### config.mk
export PLATFORM = sky130hd
export DESIGN_NAME = warp_rr_arbiter
export DESIGN_NICKNAME = d
export VERILOG_FILES = /design/src/bgpu_pkg.sv /design/src/warp_rr_arbiter.sv
export SDC_FILE = /design/constraint.sdc
export NUM_CORES = 1
export LEC_CHECK = 0
export BUFFER_PORTS_ARGS = -buffer_cell sky130_fd_sc_hd__buf_2
export CORE_AREA = 4 4 41 43
export DETAILED_ROUTE_END_ITERATION = 10
export DIE_AREA = 0 0 45 47
export MAX_ROUTING_LAYER = met4
export RECOVER_POWER = 50
export SETUP_SLACK_MARGIN = 0.4
export SLEW_MARGIN = 20
export SYNTH_ARGS = -nofsm -noshare
export SYNTH_HDL_FRONTEND = slang
export SYNTH_SLANG_ARGS = --single-unit
### constraint.sdc
create_clock -name clk_i -period 4.8 [get_ports clk_i]
set_input_delay 0.72 -clock clk_i [delete_from_list [all_inputs] [get_ports clk_i]]
set_output_delay 0.72 -clock clk_i [all_outputs]
set_load 0.005 [all_outputs]
### src/bgpu_pkg.sv
/* Fixed sizes for the issue stage. NumWarps and NumTags must stay powers of two
   Instruction id packs the warp id above the per-warp tag */
package bgpu_pkg;

    // ####################
    // Sizes
    // ####################

    // Warps per compute unit
    localparam int unsigned NumWarps        = 4;
    // In-flight instructions per warp
    localparam int unsigned NumTags         = 4;
    // Wait-buffer entries per warp
    localparam int unsigned WaitBufferSize  = 4;
    localparam int unsigned RegIdxWidth     = 6;
    localparam int unsigned OperandsPerInst = 2;
    localparam int unsigned PcWidth         = 32;
    // Threads per warp
    localparam int unsigned WarpWidth       = 32;

    // Derived, not to be edited by hand
    localparam int unsigned WidWidth   = $clog2(NumWarps);
    localparam int unsigned TagWidth   = $clog2(NumTags);
    localparam int unsigned NumRegs    = 2 ** RegIdxWidth;
    localparam int unsigned WbIdxWidth = $clog2(WaitBufferSize);
    // Needs to hold the value WaitBufferSize itself
    localparam int unsigned WbCntWidth = $clog2(WaitBufferSize + 1);

    // ####################
    // Scalar types
    // ####################

    typedef logic [WidWidth-1:0]          wid_t;
    typedef logic [TagWidth-1:0]          tag_t;
    // Warp id in the upper bits, tag in the lower bits
    typedef logic [WidWidth+TagWidth-1:0] iid_t;
    typedef logic [RegIdxWidth-1:0]       reg_idx_t;
    typedef logic [PcWidth-1:0]           pc_t;
    typedef logic [WarpWidth-1:0]         act_mask_t;
    // Wait-buffer position and occupancy
    typedef logic [WbIdxWidth-1:0]        wb_idx_t;
    typedef logic [WbCntWidth-1:0]        wb_cnt_t;

    // ####################
    // Structs
    // ####################

    typedef struct packed {
        logic [7:0] opcode;
        logic [7:0] subtype;
    } bgpu_inst_t;

    // Everything the decoder hands over with one instruction
    typedef struct packed {
        pc_t                               pc;
        act_mask_t                         act_mask;
        bgpu_inst_t                        inst;
        reg_idx_t                          dst;
        reg_idx_t [OperandsPerInst-1:0]    operands;
    } dec_inst_t;

    // Dispatched instruction with its id
    typedef struct packed {
        iid_t      iid;
        dec_inst_t dec;
    } disp_req_t;

endpackage : bgpu_pkg

### src/warp_rr_arbiter.sv
/* Round-robin over NumWarps requesters with a pointer that wraps by truncation
   Without lock-in the winner may change while ready_i is low */
`timescale 1ns/1ps

module warp_rr_arbiter (
    input  logic                          clk_i,
    input  logic                          reset_i,

    input  logic [bgpu_pkg::NumWarps-1:0] req_i,
    output logic [bgpu_pkg::NumWarps-1:0] gnt_o,

    // Toward the operand collector
    output bgpu_pkg::wid_t                idx_o,
    output logic                          valid_o,
    input  logic                          ready_i
);
    import bgpu_pkg::*;

    // ####################
    // Priority pointer
    // ####################

    // Highest-priority warp this cycle
    wid_t ptr_q;
    wid_t cand;
    logic found;

    // First requester at or after the pointer
    always_comb begin
        found = 1'b0;
        idx_o = ptr_q;
        cand  = ptr_q;
        for (int unsigned off = 0; off < NumWarps; off++) begin
            cand = ptr_q + wid_t'(off);
            if (!found && req_i[cand]) begin
                found = 1'b1;
                idx_o = cand;
            end
        end
    end

    assign valid_o = found;

    // Grant only on an actual transfer
    always_comb begin
        gnt_o = '0;
        gnt_o[idx_o] = valid_o && ready_i;
    end

    // Winner drops to lowest priority after a transfer
    always_ff @(posedge clk_i) begin
        if (reset_i) begin
            ptr_q <= '0;
        end else if (valid_o && ready_i) begin
            ptr_q <= idx_o + wid_t'(1);
        end
    end

    // Any other requester beats the previous winner right after its transfer
    a_rr_rotate : assert property (
        @(posedge clk_i) disable iff (reset_i)
        (valid_o && ready_i) |=>
            ((req_i & ~(NumWarps'(1) << $past(idx_o))) == '0) ||
            (idx_o != $past(idx_o))
    ) else $error("round-robin winner kept priority after its transfer");

endmodule : warp_rr_arbiter

# Word level (Yosys, flattened, before mapping)
# Cells that the tools add are included.
dict set report totals {
  in_bits 7
  ff_bits 2
  out_inout_bits 7
  elab_cells 37
}
dict set report classes {
  magnitude_cmp 6
  reduce_logical 8
  bitwise_logic 1
  n_mux 17
  add_sub_neg 4
}
# operator count
set ops {}
lappend ops {{< comparator 2 x 3 -> 1 bit (second input constant)} 5}
lappend ops {{2-to-1 mux 1 bit} 9}
lappend ops {{binary-select mux 1 bit (select 2 bit)} 4}
lappend ops {{2-to-1 mux 2 bit} 3}
lappend ops {{logical AND 1 bit} 5}
lappend ops {{adder 2 x 1 -> 2 bit (second input constant)} 2}
lappend ops {{adder 2 bit (second input constant)} 2}
lappend ops {{bitwise AND 4 bit} 1}
lappend ops {{zero test 1 bit} 3}
lappend ops {{demux 1 bit (select 2 bit)} 1}
lappend ops {{greater-or-equal comparator 2 x 1 -> 1 bit (second input constant)} 1}

# Depth between registers and ports, before layout
# Gate-level depths: netlist of the first run.
dict set report depth {
  word_depth 17
  ltp_mapped 7
}

# Worst setup path before layout of the first run
# Ideal clock, no wire load.
dict set report synth_path {
  path_type {input -> output}
  from {input req_i[2] in the netlist's numbering}
  to {output gnt_o[2] in the netlist's numbering}
  slack_ps 2147
  arrival_time_ps 1933
  path_buffers 0
  t_required_ps 4080
  stages 6
  path_cell_list {or2b_1 a21oi_1 a211oi_1 inv_1 ha_1 and3_2}
}
dict set report synth_between {
  elab_chain_cells 17
  word_cells_on_any_way 28
  classes_between {order compare (2); mux (17); bitwise (1); reduce/logical (8)}
}
# item line
set synth_lines {}
lappend synth_lines {{start: declaration} warp_rr_arbiter.sv:9} ;# input logic [bgpu_pkg::NumWarps-1:0] req_i,
lappend synth_lines {{binary-select mux 1 bit (select 2 bit)} warp_rr_arbiter.sv:35} ;# if (!found && req_i[cand]) begin
lappend synth_lines {{2-to-1 mux 1 bit (implied by the code)} warp_rr_arbiter.sv:35}
lappend synth_lines {{2-to-1 mux 1 bit} warp_rr_arbiter.sv:35}
lappend synth_lines {{zero test 1 bit} warp_rr_arbiter.sv:35}
lappend synth_lines {{logical AND 1 bit} warp_rr_arbiter.sv:35}
lappend synth_lines {{2-to-1 mux 1 bit} warp_rr_arbiter.sv:35}
lappend synth_lines {{zero test 1 bit} warp_rr_arbiter.sv:35}
lappend synth_lines {{logical AND 1 bit} warp_rr_arbiter.sv:35}
lappend synth_lines {{[... 2 more ...]} -}
lappend synth_lines {{logical AND 1 bit} warp_rr_arbiter.sv:35}
lappend synth_lines {{2-to-1 mux 2 bit (*)} warp_rr_arbiter.sv:35}
lappend synth_lines {{named net idx_o[0]} warp_rr_arbiter.sv:13} ;# output bgpu_pkg::wid_t idx_o,
lappend synth_lines {{< comparator 2 x 3 -> 1 bit (implied by the code) / greater-or-equal comparator 2 x 1 -> 1 bit (equally long branches)} warp_rr_arbiter.sv:47} ;# gnt_o[idx_o] = valid_o && ready_i;
lappend synth_lines {{logical AND 1 bit} warp_rr_arbiter.sv:47}
lappend synth_lines {{2-to-1 mux 1 bit (implied by the code)} warp_rr_arbiter.sv:47}
lappend synth_lines {{demux 1 bit (select 2 bit) (*)} warp_rr_arbiter.sv:47}
lappend synth_lines {{bitwise AND 4 bit (no line) (*)} -}
lappend synth_lines {{end: declaration} warp_rr_arbiter.sv:10} ;# output logic [bgpu_pkg::NumWarps-1:0] gnt_o,
# The timed path passes the listed nets; every way through them passes the cells marked *. The select of a mux whose other input is x is not followed.

# Worst setup path after layout of the first run
dict set report layout_path {
  from {input req_i[1] in the netlist's numbering}
  to {output gnt_o[2] in the netlist's numbering}
}
dict set report layout_between {
  elab_chain_cells 17
  word_cells_on_any_way 28
  classes_between {order compare (2); mux (17); bitwise (1); reduce/logical (8)}
}
# item line
set layout_lines {}
lappend layout_lines {{binary-select mux 1 bit (select 2 bit)} warp_rr_arbiter.sv:35}
lappend layout_lines {{2-to-1 mux 1 bit (implied by the code)} warp_rr_arbiter.sv:35}
lappend layout_lines {{2-to-1 mux 1 bit} warp_rr_arbiter.sv:35}
lappend layout_lines {{zero test 1 bit} warp_rr_arbiter.sv:35}
lappend layout_lines {{logical AND 1 bit} warp_rr_arbiter.sv:35}
lappend layout_lines {{2-to-1 mux 1 bit} warp_rr_arbiter.sv:35}
lappend layout_lines {{zero test 1 bit} warp_rr_arbiter.sv:35}
lappend layout_lines {{logical AND 1 bit} warp_rr_arbiter.sv:35}
lappend layout_lines {{2-to-1 mux 1 bit} warp_rr_arbiter.sv:35}
lappend layout_lines {{zero test 1 bit} warp_rr_arbiter.sv:35}
lappend layout_lines {{logical AND 1 bit} warp_rr_arbiter.sv:35}
lappend layout_lines {{2-to-1 mux 2 bit} warp_rr_arbiter.sv:35}
lappend layout_lines {{< comparator 2 x 3 -> 1 bit (implied by the code) / greater-or-equal comparator 2 x 1 -> 1 bit (equally long branches)} warp_rr_arbiter.sv:47}
lappend layout_lines {{logical AND 1 bit} warp_rr_arbiter.sv:47}
lappend layout_lines {{2-to-1 mux 1 bit (implied by the code)} warp_rr_arbiter.sv:47}
lappend layout_lines {{demux 1 bit (select 2 bit)} warp_rr_arbiter.sv:47}
lappend layout_lines {{bitwise AND 4 bit (no line) (*)} -}
# Mark *: on every way between the ends. The rest lies on a longest branch, timed or not. The select of a mux whose other input is x is not followed.

==> Flow_metrics.wiki, run 1 <==
{| class="wikitable"
! Metric !! Value
|-
| Upper clock frequency limit || 0.3264 GHz
|-
| Worst slack, placed || 1740 ps
|-
| Max-cap violations || 0
|-
| Number of core rows || 13
|-
| Startpoint type of the worst setup path || input port
|-
| Core ar. || 1301 um2
|-
| Area share of the largest cell type after synthesis || 0.1869
|-
| Total routing resource utilization after global routing || 0.07492
|-
| Required time of the worst setup path || 4080 ps
|-
| Setup slack after layout || 1736 ps
|-
| Final core occ || 0.2798
|-
| WP buf/inv || 3
|-
| Instance count of the mapped netlist || 33
|-
| Count of final max-slew check failures || 0
|-
| Fill cells || 153
|-
| Syn Area/Cell || 8.114 um2
|-
| Leading cell types by total area after synthesis || ha_1 (19%), dfxtp_1 (15%), and3_2 (11%), a21oi_1 (5.6%), a211oi_2 (4.7%)
|-
| Final RePlAce weighted congestion || 0.7038
|-
| Commonest non-fill, non-tap cells in the layout || buf_2 (11), and3_2 (4), ha_1 (4)
|-
| Clk slew on worst S/H paths || 30 ps
|-
| Clock period minus final worst setup slack || 3064 ps
|-
| Chip Width || 45 um
|-
| Post-synthesis net count || 44
|-
| M2 GR Usage || 0.1243
|-
| # hold bufs at CTS || 0
|-
| Detailed Route WL || 651 um
|-
| Antenna violations before repair || 0
|-
| Final-stage net count || 61
|-
| Number of I/O port buffers || 13
|-
| Global-route wire length before repair || 1110 um
|-
| Clock Sinks || 2
|-
| Cell class contributing the biggest share of worst-path delay || compound AO/OA/AOI/OAI gates
|-
| Via count of the first global-routing pass || 272
|-
| Static leakage || 0.1915 nW
|-
| Detailed router's first-iteration violation count || 1
|-
| Type of element capturing the critical path || output port
|-
| Setup violations, final || 0
|-
| DRC violation count after routing || 0
|-
| Delay of the slowest critical-path stage || 570 ps
|-
| Count of warnings emitted by yosys || 0
|-
| Type of the worst setup path || in2out
|-
| Number of buffers inserted by post-CTS setup repair || 0
|-
| CTS Buf Count || 3
|-
| H-tree depth || 1
|-
| Worst vdd ir || 0.00006703 V
|-
| Flip-flop count of the largest register after layout || 2
|-
| Synth-to-layout area growth || 35.98%
|-
| Clock tree from TritonCTS || done
|-
| Initial DRT Pass Iterations || 2
|-
| Routed length per instance || 10.33 um
|-
| Top-level I/O count || 14
|-
| Avg Vias per Cell || 4.397
|-
| Type of the worst min-delay path || reg2reg
|-
| Ant. Diodes || 0
|-
| Sequential share of the synthesized area || 0.1495
|-
| Worst-path cell chain || clkbuf_1 -> or2b_1 -> a21oi_1 -> a211oi_1 -> inv_1 -> ha_1 -> and3_2 -> buf_2
|-
| GR Layer Usage met3 || 0.01533
|-
| Dominant cell type by area after synthesis || ha_1
|-
| Total global routing overflow || 0
|-
| CTS root buffer || clkbuf_4
|-
| Transition time at the pin with the least slew margin || 651.5 ps
|-
| Count of distinct cell types in the synthesized netlist || 19
|-
| Die Y || 47 um
|-
| Maximum buffer depth of the clock tree || 2
|-
| Syn Std Cell Area || 267.8 um2
|-
| Largest registers || ptr_q (2)
|-
| RSZ-0062 raised after global routing || no
|-
| Worst-case clock skew || 0.8023 ps
|-
| Data arrival at the endpoint of the critical path || 2340 ps
|-
| Residual antenna-violating net count after detailed routing || 0
|-
| Commonest non-fill, non-tap cell in the layout || buf_2
|-
| Total via count after detailed routing || 277
|-
| Half-perimeter wire length of the detailed placement result || 547.6 um
|-
| CTS-repair resized insts || 0
|-
| Source-to-sink clock delay at the later pin of the worst-skew pair || 220 ps
|-
| Maximum fanout count along the critical path || 6
|-
| Power density of the placed cells || 258.0 nW/um2
|-
| Total of flip-flops plus latches after synthesis || 2
|-
| Normalized max-slew margin || 0.5630
|-
| Busiest layer in global routing || met2
|-
| GR Layer Usage met1 || 0.07919
|-
| Final worst hold slack || 583.3 ps
|-
| Crit-path slowest cell || a211oi_1
|-
| Hold Fails Final Rpt || 0
|-
| Initial standard-cell utilization of the core || 0.2058
|-
| Register ranked first by flip-flop count || ptr_q
|-
| Share of cells above drive strength 1 || 0.4167
|-
| Full die area || 2115 um2
|-
| Share of the cycle needed by the critical path after routing || 0.6383
|-
| Maximum number of pins on one net before global-route repair || 8
|-
| Status || completed
|-
| Final sum of negative setup slack || 0 ps
|}
## layout make-up
class	instances	area (um2)	area share
sequential	2	40.04	0.1100
multi-input combinational	27	209.0	0.5739
inverter	3	11.26	0.03093
clock buffer	3	22.52	0.06186
tap	15	18.77	0.05155
timing repair buffer	13	62.56	0.1718
## Yosys cell counts
cell type,number
a21o_1,1
nand2b_1,1
a21oi_1,3
buf_2,1
o22ai_1,2
a311oi_1,1
and2_4,1
or2b_1,1
o22a_2,1
nor2_1,3
and3_2,4
a211oi_1,1
dfxtp_1,2
ha_1,4
a211oi_2,1
nor2b_1,1
or4_1,1
inv_1,3
mux2i_1,1
## final timing paths
path | start | to | slack [ps] | cells after the start
min reg2reg | ptr_q[0]$_SDFFE_PP0P_ | ptr_q[0]$_SDFFE_PP0P_ | 580 | 2
min | ptr_q[0]$_SDFFE_PP0P_ | ptr_q[0]$_SDFFE_PP0P_ | 580 | 2
max | req_i[1] | gnt_o[2] | 1740 | 8
max reg2reg | ptr_q[0]$_SDFFE_PP0P_ | ptr_q[1]$_SDFFE_PP0P_ | 2990 | 6
## report_power, final
part	switching, mW	internal, mW	total [mW]
clock	0.00886	0.0275	0.0364
sequential	0.00329	0.0189	0.0222
combinational	0.0179	0.0174	0.0354
## layer usage
metal / share of wire / up-vias
met5: 0 / -
met4: 0 / 0
met3: 0.052 / 0
met2: 0.53 / 5
met1: 0.42 / 122
li1: - / 150
## per-stage QoR
step	total power [mW]	cell area (um2)	instances
floorplan	0.04398	267.8	33
global placement	0.05743	346.6	60
detailed placement	0.05965	346.6	60
CTS	0.09812	369.1	63
global route	0.1022	364.1	63
finish	0.09393	364.1	63
## tightest hold or removal path: stages (launching register included)
cell and delay [ps]:
dfxtp_1 330, nor2_1 140, a211oi_2 60
## kinds of logic (layout without fill, tap and decap cells)
family / Yosys count / count (layout) / share of synthesized area
simple gates: 12 / 12 / 0.2898
buf+inv: 4 / 19 / 0.06073
fa+ha+maj: 4 / 4 / 0.1869
mux: 1 / 1 / 0.03738
compound gates: 10 / 10 / 0.2757
flops: 2 / 2 / 0.1495
No activity file was read; power rests on OpenSTA's default activity.
==> run 2: changes to the inputs <==
==> constraint.sdc (replaced) <==
create_clock -name clk_i -period 2.9 [get_ports clk_i]
set_input_delay 0.435 -clock clk_i [delete_from_list [all_inputs] [get_ports clk_i]]
set_output_delay 0.435 -clock clk_i [all_outputs]
set_load 0.005 [all_outputs]
==> run 2 against run 1 <==
Total power is 67% higher. Sequential cell count stayed put. Critical endpoint unchanged. Clock skew hardly changed. Final cell count stayed put. Highest routed layer unchanged. Combinational power is 66% higher. Critical path depth is 1 lower.
==> Flow_metrics.wiki, run 2 (synthesized netlist as in run 1, its figures left out) <==
{| class="wikitable"
! Metric !! Value
|-
| Top-level I/O count || 14
|-
| Chip Width || 45 um
|-
| Setup slack after layout || 634.7 ps
|-
| H-tree depth || 1
|-
| Largest registers || ptr_q (2)
|-
| Worst slack, placed || 465.0 ps
|-
| Initial standard-cell utilization of the core || 0.2058
|-
| Source-to-sink clock delay at the later pin of the worst-skew pair || 220 ps
|-
| Hold Fails Final Rpt || 0
|-
| Share of cells above drive strength 1 || 0.4583
|-
| Die Y || 47 um
|-
| Clock period minus final worst setup slack || 2265 ps
|-
| Uppermost layer routed || met3
|-
| DRC violation count after routing || 0
|-
| Final RePlAce weighted congestion || 0.7433
|-
| Full die area || 2115 um2
|-
| Routed length per instance || 10.22 um
|-
| Worst vdd ir || 0.0001605 V
|-
| Total via count after detailed routing || 293
|-
| Flip-flop count of the largest register after layout || 2
|-
| Count of final max-slew check failures || 0
|-
| Avg Vias per Cell || 4.651
|-
| Setup violations, final || 0
|-
| Transition time at the pin with the least slew margin || 392.9 ps
|-
| Sum of met2 wire segment lengths after detailed routing || 339 um
|-
| Flip-flop and latch area || 40.04 um2
|-
| Half-perimeter wire length of the detailed placement result || 507.7 um
|-
| Status || completed
|-
| Worst-path cell chain || nand2b_1 -> a21oi_1 -> a211oi_2 -> inv_1 -> ha_1 -> and3_2 -> buf_2
|-
| Clk slew on worst S/H paths || 30 ps
|-
| Detailed-routing wirelength on met1 || 267 um
|-
| Data arrival at the endpoint of the critical path || 1830 ps
|-
| Detailed Route WL || 644 um
|-
| RSZ-0062 raised after global routing || no
|-
| CTS root buffer || clkbuf_4
|-
| Type of the worst setup path || reg2out
|-
| Worst-case clock skew || 0.4165 ps
|-
| Global-route wire length before repair || 1117 um
|-
| Normalized max-slew margin || 0.7376
|-
| Antenna violations before repair || 0
|-
| Commonest non-fill, non-tap cells in the layout || buf_2 (12), and3_2 (4), ha_1 (4)
|-
| Number of I/O port buffers || 13
|-
| Area occupied by multi-input gates || 214.0 um2
|-
| Delay of the slowest critical-path stage || 390 ps
|-
| Clock Sinks || 2
|-
| Via count of the first global-routing pass || 282
|-
| Required time of the worst setup path || 2470 ps
|-
| Total global routing overflow || 0
|-
| Ant. Diodes || 0
|-
| Upper clock frequency limit || 0.4414 GHz
|-
| Met3 Wirelength || 37 um
|-
| Type of element capturing the critical path || output port
|-
| CTS Buf Count || 3
|-
| Maximum number of pins on one net before global-route repair || 8
|-
| Register ranked first by flip-flop count || ptr_q
|-
| Commonest non-fill, non-tap cell in the layout || buf_2
|-
| Detailed router's first-iteration violation count || 1
|-
| Power density of the placed cells || 423.6 nW/um2
|-
| Number of core rows || 13
|-
| Fill cells || 157
|-
| Crit-path slowest cell || dfxtp_1
|-
| Share of the cycle needed by the critical path after routing || 0.7811
|-
| Max-cap violations || 0
|-
| Final sum of negative setup slack || 0 ps
|-
| Final-stage net count || 61
|-
| Total routing resource utilization after global routing || 0.07492
|-
| Maximum fanout count along the critical path || 5
|-
| Synth-to-layout area growth || 38.32%
|-
| Residual antenna-violating net count after detailed routing || 0
|-
| Startpoint type of the worst setup path || register
|-
| Clock tree from TritonCTS || done
|-
| Initial DRT Pass Iterations || 4
|-
| Core ar. || 1301 um2
|-
| Maximum buffer depth of the clock tree || 2
|-
| Static leakage || 0.1953 nW
|-
| Type of the worst min-delay path || in2reg
|}
[run 2: power breakdown]
part           internal [mW]  total (mW)  switching, mW
Clock                 0.0456      0.0610         0.0153
Sequential            0.0313      0.0373        0.00607
Combinational         0.0291      0.0586         0.0295
Total                  0.106       0.157         0.0509
[run 2: worst paths after layout]
check	startpoint	end	cells after the start	slack, ps
worst max-delay path	ptr_q[0]$_SDFFE_PP0P_	gnt_o[2]	7	630
worst min-delay path	reset_i	ptr_q[0]$_SDFFE_PP0P_	2	390
worst min register to register	ptr_q[0]$_SDFFE_PP0P_	ptr_q[0]$_SDFFE_PP0P_	2	590
worst max register to register	ptr_q[0]$_SDFFE_PP0P_	ptr_q[1]$_SDFFE_PP0P_	6	1300
[run 2: area by class of cell]
type	instances	share of cell area
Clock buffer	3	0.06081
Multi-Input combinational cell	27	0.5777
Timing Repair Buffer	13	0.1723
Inverter	3	0.03041
Tap cell	15	0.05068
Sequential cell	2	0.1081
[run 2: stage by stage]
| stage | power [mW] | cells | hold WS [ps] | cell area [um2] | util |
|---|---|---|---|---|---|
| after floorplan | 0.07279 | 33 | 499.6 | 267.8 | - |
| after global placement | 0.09514 | 60 | 568.6 | 346.6 | 0.2663 |
| after detailed placement | 0.09611 | 60 | 574.7 | 346.6 | 0.2663 |
| after CTS | 0.1642 | 63 | 386.1 | 374.1 | 0.2875 |
| after global routing | 0.1708 | 63 | 404.0 | 370.4 | 0.2846 |
| final | 0.1569 | 63 | 391.8 | 370.4 | 0.2846 |
[run 2: timing repair]
item	4_1_cts	5_1_grt
endpoints found under the hold margin	0	0
buffers inserted	0	0
hold buffers	0	0
gates resized for setup	1	0
setup endpoints to repair	1	0
[run 2: routing by layer]
layer | vias up | track usage
li1 | 152 | -
met1 | 136 | 0.07919
met2 | 5 | 0.1271
met3 | 0 | 0.01149
met4 | 0 | 0.05263
met5 | - | -
[run 2: critical path, delay by kind of cell, from the launching register on]
kind            cells  cell delay [ps]
simple gates        2              330
buf+inv             2              240
flops               1              390
compound gates      2              470
fa+ha+maj           1              190
